$ cat src/hw/rx_dma_pkg.sv
// shared widths and limits; mem_addr_w must equal len_w, ring alignment must be a power of two
`default_nettype none

package rx_dma_pkg;

   // ------------------------------------------------------------
   // stream and packet sizes
   // ------------------------------------------------------------
   localparam int data_w   = 64;                   // MAC stream word
   localparam int strb_w   = 8;                    // one strobe bit per byte
   localparam int len_w    = 16;                   // length in tuser
   localparam int nbytes_w = $clog2(strb_w) + 1;   // holds 1..8

   localparam logic [len_w-1:0]    max_pkt_bytes = len_w'(1536);
   localparam logic [nbytes_w-1:0] full_nbytes   = nbytes_w'(strb_w);

   // ------------------------------------------------------------
   // ring geometry
   // ------------------------------------------------------------
   localparam int ring_align_bytes = 64;
   localparam int mem_addr_w       = 16;           // 64 KiB local ring, wraps on its own
   localparam int host_addr_w      = 64;

   // round-up mask for packet start alignment
   localparam logic [len_w-1:0] align_mask = len_w'(ring_align_bytes - 1);

   // local write pointer step, one stream word
   localparam logic [mem_addr_w-1:0] word_step = mem_addr_w'(strb_w);

   // ------------------------------------------------------------
   // host side
   // ------------------------------------------------------------
   localparam int wb_dat_w = len_w + mem_addr_w;   // {len, local_addr}
   localparam int cnt_w    = 32;                   // statistics counters

   // frame parser
   typedef enum logic [1:0] {
      parse_idle,    // waiting for the first word of a frame
      parse_data,    // passing a good frame on
      parse_drop     // discarding a bad frame up to tlast
   } parse_state_t;

   // write request issuer
   typedef enum logic {
      issue_idle,
      issue_busy     // wishbone cycle open, waiting for ack
   } issue_state_t;

endpackage

`default_nettype wire
$ cat src/hw/rx_stage_if.sv
// inter-stage links; a transfer happens on any cycle with valid and ready both high
`timescale 1ns/1ns
`default_nettype none

// ------------------------------------------------------------
// parser -> ring writer, one stream word per transfer
// ------------------------------------------------------------
interface pkt_word_if;
   logic                            valid;
   logic [rx_dma_pkg::data_w-1:0]   data;
   logic                            last;
   logic [rx_dma_pkg::nbytes_w-1:0] nbytes;  // valid bytes, from byte 0 up
   logic                            first;   // start of packet
   logic                            ready;

   modport parser (output valid, data, last, nbytes, first, input ready);
   modport writer (input valid, data, last, nbytes, first, output ready);
endinterface

// ------------------------------------------------------------
// ring writer -> issuer, one DMA write per packet
// ------------------------------------------------------------
interface dma_req_if;
   logic                               valid;
   logic [rx_dma_pkg::host_addr_w-1:0] host_addr;
   logic [rx_dma_pkg::mem_addr_w-1:0]  local_addr;
   logic [rx_dma_pkg::len_w-1:0]       len;
   logic                               ready;

   modport writer (output valid, host_addr, local_addr, len, input ready);
   modport issuer (input valid, host_addr, local_addr, len, output ready);
endinterface

`default_nettype wire

$ cat src/hw/rx_dma_top.sv
// rx DMA top; no ring space checks, the host must keep up with the ring tails it is sent
`timescale 1ns/1ns
`default_nettype none

module rx_dma_top (
   input  logic                               clk,
   input  logic                               rst,
   // stream from the MAC
   input  logic [rx_dma_pkg::data_w-1:0]      s_tdata,
   input  logic [rx_dma_pkg::strb_w-1:0]      s_tstrb,
   input  logic                               s_tvalid,
   input  logic                               s_tlast,
   input  logic [rx_dma_pkg::len_w-1:0]       s_tuser_len,
   output logic                               s_tready,
   // local packet ring
   output logic                               mem_wr_en,
   output logic [rx_dma_pkg::mem_addr_w-1:0]  mem_wr_addr,
   output logic [rx_dma_pkg::data_w-1:0]      mem_wr_data,
   // host ring configuration
   input  logic [rx_dma_pkg::host_addr_w-1:0] host_pkt_offset,
   input  logic [rx_dma_pkg::host_addr_w-1:0] host_pkt_mask,
   // host write queue
   output logic                               wb_cyc,
   output logic                               wb_stb,
   output logic                               wb_we,
   output logic [rx_dma_pkg::host_addr_w-1:0] wb_adr,
   output logic [rx_dma_pkg::wb_dat_w-1:0]    wb_dat,
   input  logic                               wb_ack,
   // statistics
   output logic [rx_dma_pkg::cnt_w-1:0]       stat_word_cnt,
   output logic [rx_dma_pkg::cnt_w-1:0]       stat_pkt_cnt,
   output logic [rx_dma_pkg::cnt_w-1:0]       stat_drop_cnt
);

   logic drop_pulse;

   pkt_word_if word_if ();
   dma_req_if  req_if ();

   // ------------------------------------------------------------
   // pipeline stages
   // ------------------------------------------------------------
   rx_frame_parser rx_frame_parser_inst (
      .clk         (clk),
      .rst         (rst),
      .s_tdata     (s_tdata),
      .s_tstrb     (s_tstrb),
      .s_tvalid    (s_tvalid),
      .s_tlast     (s_tlast),
      .s_tuser_len (s_tuser_len),
      .s_tready    (s_tready),
      .drop_pulse  (drop_pulse),
      .word        (word_if.parser)
   );

   rx_ring_writer rx_ring_writer_inst (
      .clk             (clk),
      .rst             (rst),
      .host_pkt_offset (host_pkt_offset),
      .host_pkt_mask   (host_pkt_mask),
      .mem_wr_en       (mem_wr_en),
      .mem_wr_addr     (mem_wr_addr),
      .mem_wr_data     (mem_wr_data),
      .word            (word_if.writer),
      .req             (req_if.writer)
   );

   dma_wr_issuer dma_wr_issuer_inst (
      .clk    (clk),
      .rst    (rst),
      .wb_ack (wb_ack),
      .wb_cyc (wb_cyc),
      .wb_stb (wb_stb),
      .wb_we  (wb_we),
      .wb_adr (wb_adr),
      .wb_dat (wb_dat),
      .req    (req_if.issuer)
   );

   rx_stats rx_stats_inst (
      .clk           (clk),
      .rst           (rst),
      .s_tvalid      (s_tvalid),
      .s_tready      (s_tready),
      .s_tlast       (s_tlast),
      .drop_pulse    (drop_pulse),
      .stat_word_cnt (stat_word_cnt),
      .stat_pkt_cnt  (stat_pkt_cnt),
      .stat_drop_cnt (stat_drop_cnt)
   );

endmodule

`default_nettype wire

$ cat src/hw/rx_stats.sv
// counters wrap silently; packet count includes dropped frames
`timescale 1ns/1ns
`default_nettype none

module rx_stats (
   input  logic                         clk,
   input  logic                         rst,
   input  logic                         s_tvalid,
   input  logic                         s_tready,
   input  logic                         s_tlast,
   input  logic                         drop_pulse,
   output logic [rx_dma_pkg::cnt_w-1:0] stat_word_cnt,
   output logic [rx_dma_pkg::cnt_w-1:0] stat_pkt_cnt,
   output logic [rx_dma_pkg::cnt_w-1:0] stat_drop_cnt
);

   logic accept;

   assign accept = s_tvalid & s_tready;

   always_ff @(posedge clk) begin
      if (rst) begin
         stat_word_cnt <= '0;
         stat_pkt_cnt  <= '0;
         stat_drop_cnt <= '0;
      end
      else begin
         if (accept) begin
            stat_word_cnt <= stat_word_cnt + 1'b1;
         end
         if (accept && s_tlast) begin
            stat_pkt_cnt <= stat_pkt_cnt + 1'b1;   // any frame end
         end
         if (drop_pulse) begin
            stat_drop_cnt <= stat_drop_cnt + 1'b1;
         end
      end
   end

endmodule

`default_nettype wire

$ cat src/hw/dma_wr_issuer.sv
// one Wishbone classic write per request, no retry or error handling, we held high with cyc
`timescale 1ns/1ns
`default_nettype none

module dma_wr_issuer (
   input  logic                               clk,
   input  logic                               rst,
   input  logic                               wb_ack,
   output logic                               wb_cyc,
   output logic                               wb_stb,
   output logic                               wb_we,
   output logic [rx_dma_pkg::host_addr_w-1:0] wb_adr,
   output logic [rx_dma_pkg::wb_dat_w-1:0]    wb_dat,
   dma_req_if.issuer                          req
);

   rx_dma_pkg::issue_state_t state, state_nxt;
   logic                     accept;
   logic                     busy;

   // ------------------------------------------------------------
   // request intake
   // ------------------------------------------------------------
   assign req.ready = (state == rx_dma_pkg::issue_idle);
   assign accept    = req.valid & req.ready;
   assign busy      = (state == rx_dma_pkg::issue_busy);

   always_comb begin
      state_nxt = state;
      case (state)
         rx_dma_pkg::issue_idle: begin
            if (accept) begin
               state_nxt = rx_dma_pkg::issue_busy;
            end
         end
         rx_dma_pkg::issue_busy: begin
            if (wb_ack) begin
               state_nxt = rx_dma_pkg::issue_idle;   // strobes fall next cycle
            end
         end
         default: state_nxt = rx_dma_pkg::issue_idle;
      endcase
   end

   always_ff @(posedge clk) begin
      if (rst) begin
         state <= rx_dma_pkg::issue_idle;
      end
      else begin
         state <= state_nxt;
      end
   end

   // ------------------------------------------------------------
   // wishbone master
   // ------------------------------------------------------------
   assign wb_cyc = busy;
   assign wb_stb = busy;
   assign wb_we  = busy;

   // address and data only load while idle, so they hold until ack
   always_ff @(posedge clk) begin
      if (accept) begin
         wb_adr <= req.host_addr;
         wb_dat <= {req.len, req.local_addr};   // len high, local address low
      end
   end

endmodule

`default_nettype wire

$ cat src/hw/rx_ring_writer.sv
// host_pkt_mask must be a power of two minus one with its low 6 bits set; offset 64-byte aligned
`timescale 1ns/1ns
`default_nettype none

module rx_ring_writer (
   input  logic                               clk,
   input  logic                               rst,
   input  logic [rx_dma_pkg::host_addr_w-1:0] host_pkt_offset,
   input  logic [rx_dma_pkg::host_addr_w-1:0] host_pkt_mask,
   output logic                               mem_wr_en,
   output logic [rx_dma_pkg::mem_addr_w-1:0]  mem_wr_addr,
   output logic [rx_dma_pkg::data_w-1:0]      mem_wr_data,
   pkt_word_if.writer                         word,
   dma_req_if.writer                          req
);

   logic                               xfer;
   logic                               pkt_end;
   logic [rx_dma_pkg::mem_addr_w-1:0]  local_tail;   // next word address
   logic [rx_dma_pkg::mem_addr_w-1:0]  pkt_start;
   logic [rx_dma_pkg::mem_addr_w-1:0]  start_addr;
   logic [rx_dma_pkg::host_addr_w-1:0] host_tail;    // host offset of current packet
   logic [rx_dma_pkg::len_w-1:0]       byte_cnt;
   logic [rx_dma_pkg::len_w-1:0]       word_bytes;
   logic [rx_dma_pkg::len_w-1:0]       pkt_bytes;
   logic [rx_dma_pkg::len_w-1:0]       aligned_len;

   // only a last word needs the request register free
   assign word.ready = ~word.last | ~req.valid | req.ready;
   assign xfer       = word.valid & word.ready;
   assign pkt_end    = xfer & word.last;

   assign mem_wr_en   = xfer;
   assign mem_wr_addr = local_tail;
   assign mem_wr_data = word.data;

   // ------------------------------------------------------------
   // packet length and start
   // ------------------------------------------------------------
   assign start_addr  = word.first ? local_tail : pkt_start;   // single-word packets too
   assign word_bytes  = {{(rx_dma_pkg::len_w - rx_dma_pkg::nbytes_w){1'b0}}, word.nbytes};
   assign pkt_bytes   = (word.first ? '0 : byte_cnt) + word_bytes;
   assign aligned_len = (pkt_bytes + rx_dma_pkg::align_mask) & ~rx_dma_pkg::align_mask;

   always_ff @(posedge clk) begin
      if (rst) begin
         local_tail <= '0;
         host_tail  <= '0;
         byte_cnt   <= '0;
         req.valid  <= 1'b0;
      end
      else begin
         if (xfer) begin
            byte_cnt <= pkt_bytes;
            if (word.last) begin
               // next packet starts on a 64-byte boundary in both rings
               local_tail <= start_addr + aligned_len;
               host_tail  <= (host_tail +
                              {{(rx_dma_pkg::host_addr_w - rx_dma_pkg::len_w){1'b0}},
                               aligned_len}) & host_pkt_mask;
            end
            else begin
               local_tail <= local_tail + rx_dma_pkg::word_step;
            end
         end
         if (pkt_end) begin
            req.valid <= 1'b1;
         end
         else if (req.ready) begin
            req.valid <= 1'b0;
         end
      end
      if (xfer && word.first) begin
         pkt_start <= local_tail;
      end
      if (pkt_end) begin
         req.local_addr <= start_addr;
         req.host_addr  <= host_pkt_offset + host_tail;
         req.len        <= pkt_bytes;
      end
   end

endmodule

`default_nettype wire

$ cat src/hw/rx_frame_parser.sv
// length in tuser is checked on the first word only; last-word strobe must be contiguous from byte 0
`timescale 1ns/1ns
`default_nettype none

module rx_frame_parser (
   input  logic                            clk,
   input  logic                            rst,
   input  logic [rx_dma_pkg::data_w-1:0]   s_tdata,
   input  logic [rx_dma_pkg::strb_w-1:0]   s_tstrb,
   input  logic                            s_tvalid,
   input  logic                            s_tlast,
   input  logic [rx_dma_pkg::len_w-1:0]    s_tuser_len,
   output logic                            s_tready,
   output logic                            drop_pulse,
   pkt_word_if.parser                      word
);

   rx_dma_pkg::parse_state_t            state, state_nxt;
   logic                                armed;      // low through reset and one cycle after
   logic                                accept;
   logic                                len_bad;
   logic                                load;
   logic                                drop_end;
   logic [rx_dma_pkg::data_w-1:0]       trim_data;
   logic [rx_dma_pkg::nbytes_w-1:0]     trim_nbytes;

   // room in the output register, or it empties this cycle
   assign s_tready = armed & (~word.valid | word.ready);
   assign accept   = s_tvalid & s_tready;
   assign len_bad  = (s_tuser_len == '0) || (s_tuser_len > rx_dma_pkg::max_pkt_bytes);

   // bad frame ends here, either single-word or from parse_drop
   assign drop_end = accept & s_tlast &
                     (((state == rx_dma_pkg::parse_idle) & len_bad) |
                      (state == rx_dma_pkg::parse_drop));

   // ------------------------------------------------------------
   // frame FSM
   // ------------------------------------------------------------
   always_comb begin
      state_nxt = state;
      load      = 1'b0;
      case (state)
         rx_dma_pkg::parse_idle: begin
            if (accept && len_bad && !s_tlast) begin
               state_nxt = rx_dma_pkg::parse_drop;
            end
            else if (accept && !len_bad) begin
               load = 1'b1;
               if (!s_tlast) begin
                  state_nxt = rx_dma_pkg::parse_data;
               end
            end
         end
         rx_dma_pkg::parse_data: begin
            if (accept) begin
               load = 1'b1;
               if (s_tlast) begin
                  state_nxt = rx_dma_pkg::parse_idle;
               end
            end
         end
         rx_dma_pkg::parse_drop: begin
            if (accept && s_tlast) begin
               state_nxt = rx_dma_pkg::parse_idle;
            end
         end
         default: state_nxt = rx_dma_pkg::parse_idle;
      endcase
   end

   // ------------------------------------------------------------
   // last-word trim
   // ------------------------------------------------------------
   always_comb begin
      trim_data   = s_tdata;
      trim_nbytes = rx_dma_pkg::full_nbytes;      // inner words are always full
      if (s_tlast) begin
         trim_nbytes = '0;
         for (int i = 0; i < rx_dma_pkg::strb_w; i++) begin
            if (s_tstrb[i]) begin
               trim_nbytes = trim_nbytes + 1'b1;
            end
            else begin
               trim_data[8*i +: 8] = 8'h00;    // clear bytes past the strobe
            end
         end
      end
   end

   always_ff @(posedge clk) begin
      if (rst) begin
         state      <= rx_dma_pkg::parse_idle;
         armed      <= 1'b0;
         drop_pulse <= 1'b0;
         word.valid <= 1'b0;
      end
      else begin
         state      <= state_nxt;
         armed      <= 1'b1;
         drop_pulse <= drop_end;
         if (load) begin
            word.valid <= 1'b1;
         end
         else if (word.ready) begin
            word.valid <= 1'b0;
         end
      end
      if (load) begin
         word.data   <= trim_data;
         word.nbytes <= trim_nbytes;
         word.last   <= s_tlast;
         word.first  <= (state == rx_dma_pkg::parse_idle);
      end
   end

endmodule

`default_nettype wire

$ cat config.mk
export PLATFORM = sky130hd
export DESIGN_NAME = rx_dma_top
export DESIGN_NICKNAME = d
export VERILOG_FILES = /design/src/hw/rx_dma_pkg.sv /design/src/hw/rx_stage_if.sv /design/src/hw/rx_dma_top.sv /design/src/hw/rx_stats.sv /design/src/hw/dma_wr_issuer.sv /design/src/hw/rx_ring_writer.sv /design/src/hw/rx_frame_parser.sv
export SDC_FILE = /design/constraint.sdc
export NUM_CORES = 1
export LEC_CHECK = 0
export BUFFER_PORTS_ARGS = -buffer_cell sky130_fd_sc_hd__buf_2
export CAP_MARGIN = 30
export CORE_MARGIN = 8
export CORE_UTILIZATION = 59
export DETAILED_ROUTE_END_ITERATION = 8
export PLACE_DENSITY = 0.85
export SLEW_MARGIN = 30
export SYNTH_ARGS = -nofsm -noshare
export SYNTH_HDL_FRONTEND = slang
export SYNTH_SLANG_ARGS = --single-unit
$ cat constraint.sdc
create_clock -name clk -period 10.8 [get_ports clk]
set_input_delay 2.16 -clock clk [delete_from_list [all_inputs] [get_ports clk]]
set_output_delay 2.16 -clock clk [all_outputs]
set_load 0.02 [all_outputs]
# After elaboration in Yosys (flattened, before gate mapping)
# Index checks and enable logic that the tools add are counted.
[op_classes]
magnitude_cmp = 1
n_addsub = 16
n_reduce_logical = 13
n_mux = 46
n_eq_ne = 8
bitwise_logic = 17
[ops]
columns = ["op", "count"]
rows = [
  ["$add A32 B1 Y32 const B", 3],
  ["$add A64 B16 Y64", 1],
  ["$add A64 B64 Y64", 1],
  ["$and A64 B64 Y64", 1],
  ["$mux W64", 1],
  ["$mux W8", 8],
  ["$mux W4", 14],
  ["$mux W16", 3],
  ["$add A4 B1 Y4 const B", 7],
  ["$add A16 B16 Y16", 1],
  ["$add A16 B4 Y16", 1],
  ["$add A16 B4 Y16 const B", 1],
  ["$add A16 B6 Y16 const B", 1],
  ["$gt A16 B11 Y1 const B", 1],
  ["$logic_not A16 Y1", 1],
  ["$mux W2", 6],
  ["$mux W1", 11],
  ["$and A1 B1 Y1", 8],
  ["$ne A2 B2 Y1 const B", 3],
  ["$pmux W2 S3", 1],
  ["$logic_and A1 B1 Y1", 5],
  ["$reduce_and A5 Y1", 1],
  ["$not A1 Y1", 4],
  ["$or A1 B1 Y1", 4],
  ["other kinds (11)", 13],
]
[totals]
out_inout_bits = 277
word_cells = 123
in_bits = 221
register_bits = 477

# Longest topological paths before layout
# Gate-level depths: netlist of run 1.
[logic_depth]
depth_word = 22
ltp_mapped = 26

# Hierarchy
# Synthesis of run 1 repeated with hierarchy kept, for this count alone.
[unflattened]
cells_unflattened = 2367
area_unflattened_um2 = 24390.9
[modules_own_cells]
columns = ["mod", "cells_each", "area_per_inst_um2", "seq_area_each_um2", "instances"]
rows = [
  ["rx_ring_writer", 1462, 13392.8, 5305.1, 1],
  ["rx_stats", 540, 4591.9, 1921.8, 1],
  ["rx_frame_parser", 262, 3464.6, 2202.1, 1],
  ["dma_wr_issuer", 103, 2941.6, 2902.8, 1],
]

# Worst setup path before layout of run 1
# OpenSTA, ideal clock, no wires.
[synth_timing]
path_kind = "register to register"
start = "register rx_frame_parser_inst.word.first"
end = "register rx_ring_writer_inst.host_tail[43] in the netlist's numbering"
slack_ps = 4914
setup_ps = 78
stages_incl_launch_ff = 25
arrival_time_ps = 5808
path_cell_list = "edfxtp_1 > buf_1 > buf_1 > buf_1 > nor2b_1 > ha_1 > fa_1 > a21o_1 > a21oi_2 > xnor2_1 > nand2_1 > o31a_1 > and4_1 > buf_4 > and4_4 > xor2_2 > ha_1 > inv_1 > or4_1 > o21ai_1 > and3_1 > buf_2 > nand4_1 > xor2_1 > nor3_1"
[synth_via]
elab_chain_cells = 5
[synth_lines]
columns = ["item", "line", "source"]
rows = [
  ["start: declaration", "rx_stage_if.sv:16", "modport parser (output valid, data, last, nbytes, first, input ready);"],
  ["start signal: assignment", "rx_frame_parser.sv:113", "word.first <= (state == rx_dma_pkg::parse_idle);"],
  ["$mux W16", "rx_ring_writer.sv:42", "assign pkt_bytes = (word.first ? '0 : byte_cnt) + word_bytes;"],
  ["$add A16 B4 Y16", "rx_ring_writer.sv:42", ""],
  ["$add A16 B6 Y16", "rx_ring_writer.sv:43", "assign aligned_len = (pkt_bytes + rx_dma_pkg::align_mask) & ~rx_dma_pkg::align_mask;"],
  ["$add A64 B16 Y64", "rx_ring_writer.sv:58", "host_tail <= (host_tail +"],
  ["$and A64 B64 Y64", "rx_ring_writer.sv:60", "aligned_len}) & host_pkt_mask;"],
  ["end signal: assignment", "rx_ring_writer.sv:58", ""],
  ["end: declaration", "rx_ring_writer.sv:22", "logic [rx_dma_pkg::host_addr_w-1:0] host_tail;"],
]
# No other way between the ends.
# A chain may end at the register's enable or synchronous reset.

# Worst setup path after layout of run 1
[layout_timing]
start = "register rx_frame_parser_inst.word.first"
end = "register rx_ring_writer_inst.host_tail[43] in the netlist's numbering"
[layout_via]
elab_chain_cells = 5
[layout_lines]
columns = ["item", "line", "source"]
rows = [
  ["$mux W16", "rx_ring_writer.sv:42", ""],
  ["$add A16 B4 Y16", "rx_ring_writer.sv:42", ""],
  ["net rx_ring_writer_inst.pkt_bytes (one bit)", "rx_ring_writer.sv:25", "logic [rx_dma_pkg::len_w-1:0] pkt_bytes;"],
  ["$add A16 B6 Y16", "rx_ring_writer.sv:43", ""],
  ["$add A64 B16 Y64", "rx_ring_writer.sv:58", ""],
  ["$and A64 B64 Y64", "rx_ring_writer.sv:60", ""],
]
# The timed path passes the listed nets, and every way through them passes these cells.

==> run summary, run 1 <==
Pin count of the biggest net entering global routing = 102
Most frequent cells in the layout = 496 x buf_2, 278 x edfxtp_1, 251 x nor2_1
Highest Clock Rate = 155 MHz
Syn_nets = 2503
Dpl hpwl = 49600 um
Core area = 38500 sq um
Hold endpoint = dma_wr_issuer_inst.wb_adr[2]
Critical setup path kind = flip-flop to flip-flop
Routed wire length = 66100 um
Clock-pin slew on the worst setup and hold paths = 0.06 ns
Core Rows = 72
Setup tns final = 0 ns
# setup viols final = 0
Count of final hold-check violations = 0
CP max FO = 33
Number of setup buffers added after CTS = 0
Post-Synthesis Cell Area = 22900 sq um
Synthesized flop and latch total = 477
Num CTS Buffers = 49
# fillers = 2703
Status = finished clean
WP data arrival = 6.94 ns
Die area = 45400 sq um
Static leakage = 0.0115 uW
Min-Delay Path Class = flip-flop to flip-flop
Number of H-tree levels = 2
Max Cap Viol = 0
Area grow syn2layout = 20.3%
CTS Buffer Depth = 3
Yosys warns = 0
Reg2Reg Capture Point = rx_ring_writer_inst.host_tail[43]
CP endpoint kind = flip-flop
Placed cell areas = 25900 sq um
Number of port buffers = 497
Clk_skew = 0.0195 ns
Min-delay src = rx_ring_writer_inst.req.host_addr[2]
Peak supply drop = 0.000130 V
Met3 wire len = 6430 um
RSZ-0062 raised after global routing = no
Worst Max-Slew Pin Slew = 1.04 ns
IO Pins = 498
Max-slew violation count = 0
Initial Utilization = 0.596
Vias = 18700
Metal-1 WL = 24300 um
WL met2 = 32600 um
Hold buffers post-CTS = 0
GP Congestion = 0.930
Post-synth EDFFs = 278
Total clock sinks = 477
Pwr/cell area = 139 nW/um^2
Cts repair resizes = 0
Die Ht = 213 um
Top Metal Used = met5
First-pass DRT Iterations = 7
Post-route cell area = 27600 sq um
Number of global-route vias before repair = 18500
Fin util = 0.717
Register area share after synthesis = 0.538
Top_reg_cell synth = edfxtp_1
Worst R2R Start = rx_frame_parser_inst.word.first
Drt wl/cell = 20.5 um
Layout cells sized above 1 = 0.233
First-pass GRT wire length = 100000 um
Total gr overflow = 0
Via density = 5.79
Synth async-reset ratio = 0
Tot GR Track Use = 0.280
R2R setup slack = 4.36 ns
Post-Syn Instances = 2178
Nets = 2993
Min-Delay Path Depth = 0
Pwr Total = 3840 uW
Routed Antenna Nets = 0
Slew HR = 0.299
R2R depth = 20
Period utilization = 0.596
Drt drc = 0
Clk_lat worst skew = 0.59 ns
Type of origin of the critical path = flip-flop
Initial antenna violation count = 4
CTS tree = done
Syn Area/Cell = 10.5 sq um
Worst path required time = 11.30 ns
Initial drt markers = 1455
Commonest non-fill, non-tap cell in the layout = buf_2
Root Buffer = clkbuf_16
Synth unique cells = 78
Min Tclk post-route = 6.44 ns
Die Wd = 213 um
==> synth_stat cells, types with 5 or more instances <==
master / number / area share
and4_1: 14 / 0.0054
buf_1: 6 / 0.00098
a31oi_1: 8 / 0.0022
nor2b_1: 15 / 0.0041
nand2_1: 169 / 0.028
nand4_1: 41 / 0.011
xnor2_1: 105 / 0.040
o211ai_1: 9 / 0.0029
a22oi_1: 7 / 0.0023
ha_1: 100 / 0.055
inv_1: 49 / 0.0080
edfxtp_1: 278 / 0.36
nand2b_1: 13 / 0.0036
o21ai_1: 6 / 0.0013
nor3_1: 74 / 0.016
nand3_1: 86 / 0.019
clkbuf_1: 56 / 0.0092
and2_1: 78 / 0.021
nor4_1: 6 / 0.0016
and3_1: 50 / 0.014
or3_1: 16 / 0.0044
a21o_1: 38 / 0.012
a21oi_1: 156 / 0.034
o211a_1: 7 / 0.0031
xor2_1: 128 / 0.049
o21a_1: 11 / 0.0036
o31ai_1: 9 / 0.0029
nor2_1: 251 / 0.041
o21bai_1: 17 / 0.0056
dfxtp_1: 199 / 0.17
mux2_2: 20 / 0.0098
a211oi_1: 5 / 0.0016
o21ai_0: 70 / 0.015
==> metrics by stage <==
stage | hold slack, ns | cells | worst slack (ns)
final | 0.418 | 3228 | 4.36
after global routing | 0.415 | 3227 | 4.09
after CTS | 0.418 | 3224 | 4.43
after detailed placement | 0.405 | 3133 | 4.46
after global placement | 0.401 | 3132 | 4.86
after floorplan | 0.400 | 2178 | 4.91
==> power breakdown <==
group | switching (uW) | internal, uW | leakage, uW | total, uW
Clock | 715 | 1010 | 0.000795 | 1730
Combinational | 111 | 84.2 | 0.00657 | 195
Sequential | 2.78 | 1920 | 0.00411 | 1920
==> layout make-up <==
class | count | area (sq um) | share of cell area
Clock buffer | 67 | 1380 | 0.0499
Sequential cell | 477 | 12300 | 0.447
Tap cell | 518 | 648 | 0.0235
Multi-Input combinational cell | 1581 | 10100 | 0.368
Clock inverter | 24 | 264 | 0.00958
Timing Repair Buffer | 508 | 2620 | 0.0949
Inverter | 51 | 194 | 0.00704
Antenna cell | 2 | 5.00 | 0.000182
==> routing by layer <==
metal	GRT usage	vias up
met1	0.330	8874
met2	0.485	883
met3	0.0661	161
li1	-	8763
met4	0.120	2
met5	0	-
==> cells by family (layout without fill, tap and decap cells) <==
| logic type | after synthesis | after routing | synth area share |
|---|---|---|---|
| flip-flops | 477 | 477 | 0.538 |
| AND/OR/NAND/NOR | 841 | 841 | 0.179 |
| multiplexers | 23 | 23 | 0.0111 |
| other | 0 | 2 | 0 |
| XOR/XNOR | 234 | 234 | 0.0898 |
| buffers and inverters | 120 | 650 | 0.0205 |
| adder cells (fa/ha/maj) | 104 | 104 | 0.0581 |
| AO/OA/AOI/OAI | 379 | 379 | 0.103 |
==> worst max-delay path: stages (launching register included) <==
cell and delay, ns:
edfxtp_1 0.32, buf_4 0.38, nor2b_1 0.11, ha_1 0.23, fa_1 0.43, a21o_1 0.20, a21oi_2 0.37, o21ai_0 0.17
a21oi_1 0.26, o31a_1 0.31, and4_1 0.34, and4_4 0.27, xor2_2 0.08, ha_1 0.37, inv_1 0.09, or4_1 0.50
o21ai_1 0.82, and3_1 0.55, nand4_1 0.19, xor2_1 0.18, nor3_1 0.15
==> sequential cells by signal, indices dropped and copies added, names as in the netlist <==
name,count
rx_frame_parser_inst.state,2
rx_ring_writer_inst.mem_wr_addr,16
rx_frame_parser_inst.word.nbytes,4
rx_ring_writer_inst.req.local_addr,16
rx_stats_inst.stat_word_cnt,32
rx_ring_writer_inst.req.len,16
rx_frame_parser_inst.word.valid,1
rx_frame_parser_inst.word.data,64
dma_wr_issuer_inst.wb_dat,32
dma_wr_issuer_inst.wb_cyc,1
dma_wr_issuer_inst.wb_adr,64
rx_ring_writer_inst.host_tail,64
rx_ring_writer_inst.req.valid,1
rx_frame_parser_inst.armed,1
rx_stats_inst.stat_pkt_cnt,32
rx_stats_inst.stat_drop_cnt,32
rx_ring_writer_inst.pkt_start,16
rx_ring_writer_inst.byte_cnt,16
rx_frame_parser_inst.word.first,1
rx_frame_parser_inst.drop_pulse,1
rx_frame_parser_inst.word.last,1
rx_ring_writer_inst.req.host_addr,64
==> how the worst max path moves through the flow <==
stage,start,endpoint,cells past startpoint
2_1_floorplan,rx_frame_parser_inst.word.first,rx_ring_writer_inst.host_tail[43],24
3_3_place_gp,rx_frame_parser_inst.word.first,rx_ring_writer_inst.host_tail[37],20
6_report,rx_frame_parser_inst.word.first,rx_ring_writer_inst.host_tail[43],20
5_1_grt,rx_frame_parser_inst.word.first,rx_ring_writer_inst.host_tail[43],20
3_5_place_dp,rx_frame_parser_inst.word.first,rx_ring_writer_inst.host_tail[43],20
4_1_cts,rx_frame_parser_inst.word.first,rx_ring_writer_inst.host_tail[43],20
(Power assumes the default switching activity.)
==> run 2: changes to the inputs <==
Settings changed: CORE_UTILIZATION 59 to 50, PLACE_DENSITY 0.85 to 0.76.
Clock period 10.8 ns to 5.28 ns, I/O delays scaled along.
==> run summary, run 2 (synthesis results as in run 1) <==
Status = finished clean (unchanged)
Root Buffer = clkbuf_16 (unchanged)
Layer with the highest usage = met2 (unchanged)
Tot GR Track Use = 0.239 (was 0.280)
Nets = 3013 (was 2993)
CTS tree = done (unchanged)
Initial antenna violation count = 3 (was 4)
Number of global-route vias before repair = 18500 (about the same)
Slew HR = 0.383 (was 0.299)
Total clock sinks = 477 (unchanged)
Worst path required time = 5.78 ns (was 11.30 ns)
R2R depth = 21 (was 20)
Routed Antenna Nets = 0 (unchanged)
Min-Delay Path Depth = 0 (unchanged)
Min Tclk post-route = 4.94 ns (was 6.44 ns)
Clock-pin slew on the worst setup and hold paths = 0.07 ns (was 0.06 ns)
Die Ht = 230 um (was 213 um)
Ant. Diodes = 0 (was 2)
Max Cap Viol = 0 (unchanged)
Net switching power = 1750 uW (was 828 uW)
Core area = 45300 sq um (was 38500 sq um)
Area grow syn2layout = 22.2% (was 20.3%)
Clk_skew = 0.0239 ns (was 0.0195 ns)
Initial drt markers = 1471 (was 1455)
CP endpoint kind = flip-flop (unchanged)
Count of final hold-check violations = 0 (unchanged)
GR met2 Demand/Resource = 0.408 (was 0.485)
Peak supply drop = 0.000271 V (was 0.000130 V)
Vias = 18500 (was 18700)
CTS Buffer Depth = 3 (unchanged)
Drt drc = 0 (unchanged)
Clock power share = 0.467 (was 0.450)
Drt wl/cell = 19.8 um (was 20.5 um)
Hold buffers post-CTS = 0 (unchanged)
Number of port buffers = 497 (unchanged)
Layout cells sized above 1 = 0.245 (was 0.233)
CP max FO = 10 (was 33)
Placed cell areas = 26100 sq um (was 25900 sq um)
Num CTS Buffers = 51 (was 49)
Post-route cell area = 28000 sq um (was 27600 sq um)
Die Wd = 230 um (was 213 um)
Worst R2R Start = rx_frame_parser_inst.word.first (unchanged)
Via density = 5.56 (was 5.79)
Sw Ratio = 0.215 (was 0.216)
M1 GR Usage = 0.284 (was 0.330)
IO Pins = 498 (unchanged)
Reg2Reg Capture Point = rx_ring_writer_inst.host_tail[42] (was rx_ring_writer_inst.host_tail[43])
Die area = 52900 sq um (was 45400 sq um)
WP data arrival = 5.43 ns (was 6.94 ns)
Setup tns final = 0 ns (unchanged)
First-pass GRT wire length = 102000 um (was 100000 um)
Most frequent cells in the layout = 496 x buf_2, 278 x edfxtp_1, 250 x nor2_1 (was 496 x buf_2, 278 x edfxtp_1, 251 x nor2_1)
Core Rows = 78 (was 72)
Highest Clock Rate = 203 MHz (was 155 MHz)
CP Launch Point = rx_frame_parser_inst.word.first (unchanged)
Sequential share of power = 0.484 (was 0.499)
Worst Max-Slew Pin Slew = 0.926 ns (was 1.04 ns)
Hold endpoint = dma_wr_issuer_inst.wb_adr[47] (was dma_wr_issuer_inst.wb_adr[2])
Logic pwr share = 0.049 (was 0.051)
Number of H-tree levels = 2 (unchanged)
Initial Utilization = 0.506 (was 0.596)
Total gr overflow = 0 (unchanged)
Critical setup path kind = flip-flop to flip-flop (unchanged)
Period utilization = 0.935 (was 0.596)
# setup viols final = 0 (unchanged)
Pwr/cell area = 290 nW/um^2 (was 139 nW/um^2)
Max-slew violation count = 0 (unchanged)
Commonest non-fill, non-tap cell in the layout = buf_2 (unchanged)
Met3 usage = 0.0686 (was 0.0661)
Clk_lat worst skew = 0.60 ns (was 0.59 ns)
Routed wire length = 65800 um (was 66100 um)
Dpl hpwl = 49900 um (was 49600 um)
GP Congestion = 0.930 (about the same)
Min-Delay Path Class = flip-flop to flip-flop (unchanged)
Static leakage = 0.0116 uW (was 0.0115 uW)
Min-delay src = rx_ring_writer_inst.req.host_addr[47] (was rx_ring_writer_inst.req.host_addr[2])
Internal power = 6360 uW (was 3020 uW)
Type of origin of the critical path = flip-flop (unchanged)
First-pass DRT Iterations = 5 (was 7)
R2R setup slack = 0.34 ns (was 4.36 ns)
Pin count of the biggest net entering global routing = 76 (was 102)
run 2: cell types whose count changed in the layout (fill, tap and decap cells not counted), moves of 2 or more:
cell / change
clkbuf_1: -6
bufinv_16: +2
diode_2: -2
clkinv_2: +3
clkbuf_16: +2
a21oi_4: +2
inv_6: +4
buf_4: +19
clkbuf_8: +2
run 2: area by class of cell:
class	instances	area [sq um]
clock buffer	65	1430
timing repair buffer	526	2740
clock inverter	31	360
inverter	51	194
fill	3761	17300
tap	600	751
sequential	477	12300
multi-input combinational	1581	10200
run 2: layer usage:
layer  vias up  wire (um)
li1       8802          -
met1      8870      26000
met2       707      31800
met3       127       5650
met4         2       2400
met5         -          9
run 2: stage by stage:
step	worst slack [ns]	instances	utilization	hold slack [ns]	total power [uW]
after global routing	-0.0258	3331	0.618	0.417	8360
final	0.344	3331	0.618	0.411	8110
after floorplan	0.00368	2178	-	0.400	4240
after detailed placement	-0.0665	3229	0.577	0.405	4400
after global placement	0.139	3229	0.577	0.402	4390
after CTS	0.0102	3325	0.617	0.413	8190
run 2: power by group through the flow:
stage               Sequential [uW]  Clock [uW]  Combinational, uW
floorplan                      4010           0                227
global placement               4010           0                382
detailed placement             4010           0                396
CTS                            3930        3860                398
global route                   3930        4000                440
finish                         3930        3790                397
run 2: timing repair:
action,4_1_cts,5_1_grt
buffers inserted,0,6
pin swaps,0,3
endpoints found under the hold margin,0,0
endpoints found under the setup margin,19,43
gates resized for setup,5,6
run 2: critical path, stage by stage (launching register included):
cell and delay, ns:
edfxtp_1 0.44, buf_4 0.18, nor2b_1 0.19, ha_1 0.27, a21o_1 0.20, a21o_1 0.23
xnor2_1 0.20, nand2_1 0.11, o31a_1 0.36, buf_4 0.17, nor2_2 0.19, ha_1 0.22
fa_1 0.22, nand3_1 0.11, a21oi_1 0.22, o211ai_1 0.18, a21boi_1 0.23, o21a_2 0.23
o211a_2 0.38, nand4_1 0.17, xor2_1 0.18, nor3_1 0.16
run 2: worst max-delay path by stage:
stage,to,cells after the start
after floorplan,rx_ring_writer_inst.host_tail[43],24
after global placement,rx_ring_writer_inst.host_tail[43],19
after detailed placement,rx_ring_writer_inst.host_tail[56],22
after CTS,rx_ring_writer_inst.host_tail[51],19
after global routing,rx_ring_writer_inst.host_tail[30],21
final,rx_ring_writer_inst.host_tail[42],21
